[src/source/rtcMenuPkg.sv]
`default_nettype none

package rtcMenuPkg;

	//////////////////////////////////////////////////////////////////////
	// State and opcode types
	//////////////////////////////////////////////////////////////////////

	// Main menu sequencing
	typedef enum logic [1:0]
	{
		IDLE,
		SCAN,
		PAUSE,
		CHECK
	} menuStateT;

	// Register walk, one access per register
	typedef enum logic [1:0]
	{
		SIDLE,
		REQ,
		WAITDONE,
		STEP
	} scanStateT;

	//////////////////////////////////////////////////////////////////////
	// Register map
	//////////////////////////////////////////////////////////////////////

	localparam int NUM_REGS = 11;
	// Time registers only, indexes 0 to 6
	localparam int NUM_EDIT = 7;

	typedef logic [3:0] regIdxT;

	// Time block then timer block, scan order is index order
	localparam logic [6:0] addrTable [NUM_REGS] = '{
		7'h21, 7'h22, 7'h23, 7'h24, 7'h25, 7'h26, 7'h27,
		7'h41, 7'h42, 7'h43, 7'h44
	};

	// Wrap point per register
	// sec, min, hour, weekday, day, month, year, then timers
	localparam logic [7:0] limitTable [NUM_REGS] = '{
		8'd59, 8'd59, 8'd23, 8'd7, 8'd31, 8'd12, 8'd99,
		8'd255, 8'd255, 8'd255, 8'd255
	};

	// Idle cycles between scans
	localparam int PAUSE_CYCLES = 5;
	localparam regIdxT EDIT_RESET_IDX = 4'd0;

	//////////////////////////////////////////////////////////////////////
	// Bundles
	//////////////////////////////////////////////////////////////////////

	// Panel button levels
	typedef struct packed
	{
		logic up;
		logic down;
		logic left;
		logic right;
		logic centre;
	} buttonsT;

	// One access toward the RTC interface
	typedef struct packed
	{
		logic       valid;
		logic       write;
		logic [6:0] addr;
		logic [7:0] wrData;
	} rtcReqT;

	// Completion from the RTC interface
	typedef struct packed
	{
		logic       done;
		logic [7:0] rdData;
	} rtcRspT;

endpackage

`default_nettype wire

[src/source/waitTimer.sv]
`timescale 1ns/1ns
`default_nettype none

module waitTimer
	import rtcMenuPkg::*;
(
	input  wire  CLK,
	input  wire  RST,
	input  wire  pauseStart,
	output logic pauseDone
);

	// Zero means idle
	logic [7:0] waitCount;

	//////////////////////////////////////////////////////////////////////
	// Down-counter
	//////////////////////////////////////////////////////////////////////

	always_ff @(posedge CLK or posedge RST)
	begin
		if (RST)
		begin
			waitCount <= '0;
		end
		else if (pauseStart)
		begin
			waitCount <= 8'(PAUSE_CYCLES);
		end
		else if (waitCount != 8'd0)
		begin
			waitCount <= waitCount - 8'd1;
		end
	end

	// Last count, expires PAUSE_CYCLES after the start
	assign pauseDone = (waitCount == 8'd1);

endmodule

`default_nettype wire

[src/source/timeShadow.sv]
`timescale 1ns/1ns
`default_nettype none

module timeShadow
	import rtcMenuPkg::*;
(
	input  wire        CLK,
	input  wire        RST,
	input  wire  [3:0] scanIdx,
	input  wire        rdCapture,
	input  wire  [7:0] rdData,
	input  wire        buttonsT editCmd,
	input  wire        clearPtr,
	output logic [7:0] shadowData,
	output regIdxT     editIdx,
	output logic [7:0] editValue
);

	localparam regIdxT LAST_EDIT = regIdxT'(NUM_EDIT - 1);

	logic [7:0] shadow [NUM_REGS];
	logic [7:0] editLimit;
	logic [7:0] editValueNext;
	regIdxT     editIdxNext;

	//////////////////////////////////////////////////////////////////////
	// Value edit
	//////////////////////////////////////////////////////////////////////

	assign editLimit = limitTable[editIdx];

	always_comb
	begin
		editValueNext = editValue;
		// Up wins over down
		if (editCmd.up)
			editValueNext = (editValue == editLimit) ? 8'd0 : editValue + 8'd1;
		else if (editCmd.down)
			editValueNext = (editValue == 8'd0) ? editLimit : editValue - 8'd1;
	end

	//////////////////////////////////////////////////////////////////////
	// Pointer move
	//////////////////////////////////////////////////////////////////////

	always_comb
	begin
		editIdxNext = editIdx;
		if (clearPtr)
			editIdxNext = EDIT_RESET_IDX;
		// Left wins over right, wrap over the time registers
		else if (editCmd.left)
			editIdxNext = (editIdx == 4'd0) ? LAST_EDIT : editIdx - 4'd1;
		else if (editCmd.right)
			editIdxNext = (editIdx == LAST_EDIT) ? 4'd0 : editIdx + 4'd1;
	end

	always_ff @(posedge CLK or posedge RST)
	begin
		if (RST)
		begin
			editIdx <= EDIT_RESET_IDX;
			for (int i = 0; i < NUM_REGS; i++)
				shadow[i] <= '0;
		end
		else
		begin
			editIdx <= editIdxNext;
			// Captures only in a read scan, edits only in CHECK
			if (rdCapture)
				shadow[scanIdx] <= rdData;
			else if (editCmd.up || editCmd.down)
				shadow[editIdx] <= editValueNext;
		end
	end

	// Write-back source during a scan
	assign shadowData = shadow[scanIdx];
	// Value under the pointer, for the panel
	assign editValue  = shadow[editIdx];

endmodule

`default_nettype wire

[src/source/addrScanner.sv]
`timescale 1ns/1ns
`default_nettype none

module addrScanner
	import rtcMenuPkg::*;
(
	input  wire        CLK,
	input  wire        RST,
	input  wire        scanStart,
	input  wire        modify,
	input  wire  [7:0] shadowData,
	input  wire        rtcRspT rtcRsp,
	output rtcReqT     rtcReq,
	output regIdxT     scanIdx,
	output logic       rdCapture,
	output logic       scanDone
);

	localparam regIdxT LAST_IDX = regIdxT'(NUM_REGS - 1);

	scanStateT scanState;
	scanStateT scanStateNext;
	regIdxT    scanIdxNext;

	//////////////////////////////////////////////////////////////////////
	// Walk registers
	//////////////////////////////////////////////////////////////////////

	always_ff @(posedge CLK or posedge RST)
	begin
		if (RST)
		begin
			scanState <= SIDLE;
			scanIdx   <= '0;
		end
		else
		begin
			scanState <= scanStateNext;
			scanIdx   <= scanIdxNext;
		end
	end

	always_comb
	begin
		scanStateNext = scanState;
		scanIdxNext   = scanIdx;
		rdCapture     = 1'b0;
		scanDone      = 1'b0;
		case (scanState)
			SIDLE:
			begin
				if (scanStart)
					scanStateNext = REQ;
			end
			// Request goes out for one cycle
			REQ:
			begin
				scanStateNext = WAITDONE;
			end
			WAITDONE:
			begin
				if (rtcRsp.done)
				begin
					// Read data only valid with done
					rdCapture     = ~modify;
					scanStateNext = STEP;
				end
			end
			STEP:
			begin
				if (scanIdx == LAST_IDX)
				begin
					scanDone      = 1'b1;
					scanIdxNext   = '0;
					scanStateNext = SIDLE;
				end
				else
				begin
					// Table lookup covers the 0x27 to 0x41 gap
					scanIdxNext   = scanIdx + 4'd1;
					scanStateNext = REQ;
				end
			end
			default:
			begin
				scanStateNext = SIDLE;
			end
		endcase
	end

	// Access port, write direction fixed for the whole scan
	always_comb
	begin
		rtcReq.valid  = (scanState == REQ);
		rtcReq.write  = modify;
		rtcReq.addr   = addrTable[scanIdx];
		rtcReq.wrData = shadowData;
	end

endmodule

`default_nettype wire

[src/source/menuFsm.sv]
`timescale 1ns/1ns
`default_nettype none

module menuFsm
	import rtcMenuPkg::*;
(
	input  wire     CLK,
	input  wire     RST,
	input  wire     rtcReady,
	input  wire     buttonsT buttons,
	input  wire     scanDone,
	input  wire     pauseDone,
	output logic    scanStart,
	output logic    pauseStart,
	output logic    clearPtr,
	output logic    modify,
	output buttonsT editCmd
);

	//////////////////////////////////////////////////////////////////////
	// State and modify flag
	//////////////////////////////////////////////////////////////////////

	menuStateT menuState;
	menuStateT menuStateNext;
	logic      modifyNext;

	always_ff @(posedge CLK or posedge RST)
	begin
		if (RST)
		begin
			menuState <= IDLE;
			modify    <= 1'b0;
		end
		else
		begin
			menuState <= menuStateNext;
			modify    <= modifyNext;
		end
	end

	//////////////////////////////////////////////////////////////////////
	// Next state and pulses
	//////////////////////////////////////////////////////////////////////

	always_comb
	begin
		menuStateNext = menuState;
		modifyNext    = modify;
		scanStart     = 1'b0;
		pauseStart    = 1'b0;
		clearPtr      = 1'b0;
		// Buttons reach the shadow only in CHECK
		editCmd       = '0;
		case (menuState)
			IDLE:
			begin
				// Wait for the RTC side to come up
				if (rtcReady)
				begin
					scanStart     = 1'b1;
					menuStateNext = SCAN;
				end
			end
			SCAN:
			begin
				if (scanDone)
				begin
					pauseStart    = 1'b1;
					menuStateNext = PAUSE;
					// Write-back finished, back to reading
					if (modify)
					begin
						modifyNext = 1'b0;
						clearPtr   = 1'b1;
					end
				end
			end
			PAUSE:
			begin
				if (pauseDone)
					menuStateNext = CHECK;
			end
			CHECK:
			begin
				// Single cycle, buttons sampled once
				editCmd = buttons;
				if (buttons.centre)
					modifyNext = 1'b1;
				scanStart     = 1'b1;
				menuStateNext = SCAN;
			end
			default:
			begin
				menuStateNext = IDLE;
			end
		endcase
	end

endmodule

`default_nettype wire

[src/source/rtcMenuTop.sv]
`timescale 1ns/1ns
`default_nettype none

module rtcMenuTop
	import rtcMenuPkg::*;
(
	input  wire        CLK,
	input  wire        RST,
	input  wire        rtcReady,
	input  wire        buttonsT buttons,
	output rtcReqT     rtcReq,
	input  wire        rtcRspT rtcRsp,
	output regIdxT     editIdx,
	output logic [7:0] editValue,
	output logic       modify
);

	// Sequencing handshakes
	logic       scanStart;
	logic       scanDone;
	logic       pauseStart;
	logic       pauseDone;
	logic       clearPtr;
	buttonsT    editCmd;
	// Scan datapath
	regIdxT     scanIdx;
	logic       rdCapture;
	logic [7:0] shadowData;

	//////////////////////////////////////////////////////////////////////
	// Control
	//////////////////////////////////////////////////////////////////////

	menuFsm uMenuFsm
	(
		.CLK        (CLK),
		.RST        (RST),
		.rtcReady   (rtcReady),
		.buttons    (buttons),
		.scanDone   (scanDone),
		.pauseDone  (pauseDone),
		.scanStart  (scanStart),
		.pauseStart (pauseStart),
		.clearPtr   (clearPtr),
		.modify     (modify),
		.editCmd    (editCmd)
	);

	waitTimer uWaitTimer
	(
		.CLK        (CLK),
		.RST        (RST),
		.pauseStart (pauseStart),
		.pauseDone  (pauseDone)
	);

	//////////////////////////////////////////////////////////////////////
	// RTC access and shadow
	//////////////////////////////////////////////////////////////////////

	addrScanner uAddrScanner
	(
		.CLK        (CLK),
		.RST        (RST),
		.scanStart  (scanStart),
		.modify     (modify),
		.shadowData (shadowData),
		.rtcRsp     (rtcRsp),
		.rtcReq     (rtcReq),
		.scanIdx    (scanIdx),
		.rdCapture  (rdCapture),
		.scanDone   (scanDone)
	);

	timeShadow uTimeShadow
	(
		.CLK        (CLK),
		.RST        (RST),
		.scanIdx    (scanIdx),
		.rdCapture  (rdCapture),
		.rdData     (rtcRsp.rdData),
		.editCmd    (editCmd),
		.clearPtr   (clearPtr),
		.shadowData (shadowData),
		.editIdx    (editIdx),
		.editValue  (editValue)
	);

endmodule

`default_nettype wire

[config.mk]
export PLATFORM = sky130hd
export DESIGN_NAME = rtcMenuTop
export DESIGN_NICKNAME = d
export VERILOG_FILES = /design/src/source/rtcMenuPkg.sv /design/src/source/waitTimer.sv /design/src/source/timeShadow.sv /design/src/source/addrScanner.sv /design/src/source/menuFsm.sv /design/src/source/rtcMenuTop.sv
export SDC_FILE = /design/constraint.sdc
export NUM_CORES = 1
export LEC_CHECK = 0
export BUFFER_PORTS_ARGS = -buffer_cell sky130_fd_sc_hd__clkbuf_2
export CELL_PAD_IN_SITES_DETAIL_PLACEMENT = 2
export CELL_PAD_IN_SITES_GLOBAL_PLACEMENT = 2
export CORE_ASPECT_RATIO = 1.2
export CORE_MARGIN = 2
export CORE_UTILIZATION = 40
export DETAILED_ROUTE_END_ITERATION = 8
export GPL_ROUTABILITY_DRIVEN = 0
export PLACE_DENSITY = 0.81
export SETUP_SLACK_MARGIN = 0.05
export SYNTH_ARGS = -nofsm -noshare
export SYNTH_HDL_FRONTEND = slang
export SYNTH_HIERARCHICAL = 1
export SYNTH_SLANG_ARGS = --single-unit
[constraint.sdc]
create_clock -name CLK -period 5.2 [get_ports CLK]
set_input_delay 1.04 -clock CLK [delete_from_list [all_inputs] [get_ports CLK]]
set_output_delay 1.04 -clock CLK [all_outputs]
set_load 0.03 [all_outputs]
==> results.json <==
{
  "fin_cells": 1126,
  "numCtsBuffers": 9,
  "rsz0062_at_grt": "no",
  "drive_above_1_share_pct": 15.1,
  "fillers": 2161,
  "timing.final.ws_setup_ns": 0.378,
  "vias_per_cell": 6.92,
  "worstRegToRegCells": 11,
  "clock-sinks": 109,
  "critPathLaunchType": "flip-flop",
  "diodes": 0,
  "cts_hold_buffers": 0,
  "cts_setup_buffers": 0,
  "clockRootBuffer": "clkbuf_16",
  "syn_area_per_cell_um2": 9.28,
  "io_pins": 47,
  "holdWs_ns": 0.554,
  "setup_tns_ns": 0,
  "die-area_mm2": 0.0210,
  "synth.cell_area_mm2": 0.00793,
  "status": "complete, no violations",
  "cp_data_required_time_ns": 5.44,
  "pre_cts_slack_ns": 0.384,
  "yosysWarnings": 6,
  "grt_max_degree": 66,
  "arrival_ns": 5.06,
  "hold_path_class": "reg -> reg",
  "die_w_um": 133,
  "crit_type": "reg -> reg",
  "holdPathStages": 1,
  "die_h_um": 158,
  "start_util_pct": 40.7,
  "ctsLongestPathBuffers": 2,
  "place_hpwl_um": 24500,
  "dpl.cell_count": 1110,
  "numPortBuffers": 44,
  "cts_tree": "yes",
  "grt_overflow": 0,
  "drt_iter0_drc": 756,
  "tightest_slew_ns": 1.19,
  "reg2reg_from": "uTimeShadow/editIdx[1]$_DFFE_PP0P_",
  "wl_per_cell_um": 30.9,
  "power_density_mw_per_mm2": 191,
  "cts.reportedPaths.clkPinSlew_ns": 0.08,
  "drt-total-wl_um": 34800,
  "slew_violations": 0,
  "num_vias": 7795,
  "drt_first_pass_iters": 5,
  "antenna_found_initial": 0,
  "htree_levels": 3,
  "cp_cell_sequence": "buf_4 -> mux2_2 -> nand2_1 -> o311a_1 -> or2_2 -> ha_1 -> nand4_1 -> or4_1 -> mux2i_1 -> o211ai_1 -> a221o_1",
  "grt_pass1_wl_um": 52300,
  "period_needed_ns": 4.82,
  "cpMaxStageDelayCell": "dfrtp_1",
  "area_growth_pct": 8.24,
  "cap_viol_max_count": 0,
  "hold_viol": 0,
  "cp-end-kind": "flip-flop",
  "core_mm2": 0.0195,
  "rows": 56,
  "setup_viol": 0,
  "synthCells": 854,
  "fmaxAchievable_mhz": 207,
  "fin_skew_ns": 0.0113,
  "min_delay_worst_endpoint": "uTimeShadow/shadow[28]$_DFFE_PP0P_",
  "fin_nets": 908,
  "clk_latency_ns": 0.37,
  "finalPower_mw": 1.64,
  "antenna_left": 0,
  "p_leak_nw": 3.64,
  "r2r_end": "uTimeShadow/shadow[72]$_DFFE_PP0P_",
  "crit_fanout": 18,
  "slowest_delay_ns": 0.99,
  "period_share_pct": 92.7,
  "vdd_ir_drop_max_v": 0.000156,
  "regToRegSetupSlack_ns": 0.38,
  "grt_usage_pct": 33.3,
  "slew_headroom_pct": 20.5,
  "grt_pass1_vias": 8329,
  "min-delay-start": "uTimeShadow/shadow[28]$_DFFE_PP0P_",
  "drc": 0
}
metal layers:
layer | track usage (%) | wire length (um) | up-vias
li1 | - | - | 3217
met1 | 39.9 | 13200 | 3979
met2 | 55.3 | 16500 | 443
met3 | 5.89 | 2580 | 156
met4 | 22.2 | 2450 | 0
met5 | 0 | 0 | -
cell usage in the layout, fill, tap and decap left out, types with 4 or more instances in the layout:
cell type,count
ha_1,31
a211oi_1,4
nand3_1,20
a221oi_1,4
mux4_2,20
o22ai_1,8
a221o_1,83
and3_1,17
clkbuf_2,44
nor3_1,8
and2_1,7
clkbuf_16,9
xnor2_1,6
mux2_2,9
o21ai_1,10
nand2_1,70
a21oi_1,29
nor2b_1,9
nor3b_1,4
or4_1,4
mux2i_1,44
nor2_1,119
a22o_1,9
dfrtp_1,108
o21ai_0,41
inv_1,31
a31oi_1,4
buf_4,14
nand2b_1,4
a31o_2,8
a21o_1,5
or2_2,4
how the worst max path moves through the flow:
stage	startpoint	end	cells after the start
detailed placement	uTimeShadow/editIdx[0]$_DFFE_PP0P_	uTimeShadow/shadow[1]$_DFFE_PP0P_	11
floorplan	uTimeShadow/editIdx[1]$_DFFE_PP0P_	uTimeShadow/shadow[32]$_DFFE_PP0P_	15
global route	uTimeShadow/editIdx[1]$_DFFE_PP0P_	uTimeShadow/shadow[40]$_DFFE_PP0P_	11
global placement	uTimeShadow/editIdx[0]$_DFFE_PP0P_	uTimeShadow/shadow[17]$_DFFE_PP0P_	11
finish	uTimeShadow/editIdx[1]$_DFFE_PP0P_	uTimeShadow/shadow[72]$_DFFE_PP0P_	11
CTS	uTimeShadow/editIdx[0]$_DFFE_PP0P_	uTimeShadow/shadow[73]$_DFFE_PP0P_	11
final cells by class:
cell class                      count  area [um^2]  share of cell area (%)
Multi-Input combinational cell    648         4750                    55.4
Sequential cell                   109         2730                    31.8
Tap cell                          261          327                    3.81
Timing Repair Buffer               58          325                    3.79
Clock buffer                       10          239                    2.78
Inverter                           34          129                    1.50
Clock inverter                      6         80.1                   0.933
where the power goes:
part	total, mW	leakage [nW]	switching (mW)	internal (mW)
Sequential	0.847	1.52	0	0.847
Clock	0.760	0.153	0.363	0.397
Combinational	0.0287	1.97	0.0236	0.00510
through the flow:
step,instance area (um^2),util (%)
3_3_place_gp,8260,42.4
2_1_floorplan,7930,-
5_1_grt,8580,44.1
4_1_cts,8580,44.1
3_5_place_dp,8260,42.4
6_report,8580,44.1
state kept, by name, indices dropped and copies added, names as in the netlist:
register / cells
uAddrScanner/scanState: 2
uWaitTimer/waitCount: 8
uAddrScanner/scanIdx: 4
uMenuFsm/modify: 1
uMenuFsm/menuState: 2
uTimeShadow/editIdx: 4
uTimeShadow/shadow: 88
critical path, delay by kind of cell, from the launching register on:
family	cells	cell delay [ns]
buffers and inverters	1	0.44
AO/OA/AOI/OAI	3	1.20
AND/OR/NAND/NOR	4	1.19
multiplexers	2	0.62
adder cells (fa/ha/maj)	1	0.24
flip-flops	1	0.99
timing repair:
item                       in CTS  in global routing
hold endpoints to repair        0                  0
gates resized for setup         0                  1
setup endpoints to repair       0                 22
(Power assumes the default switching activity.)
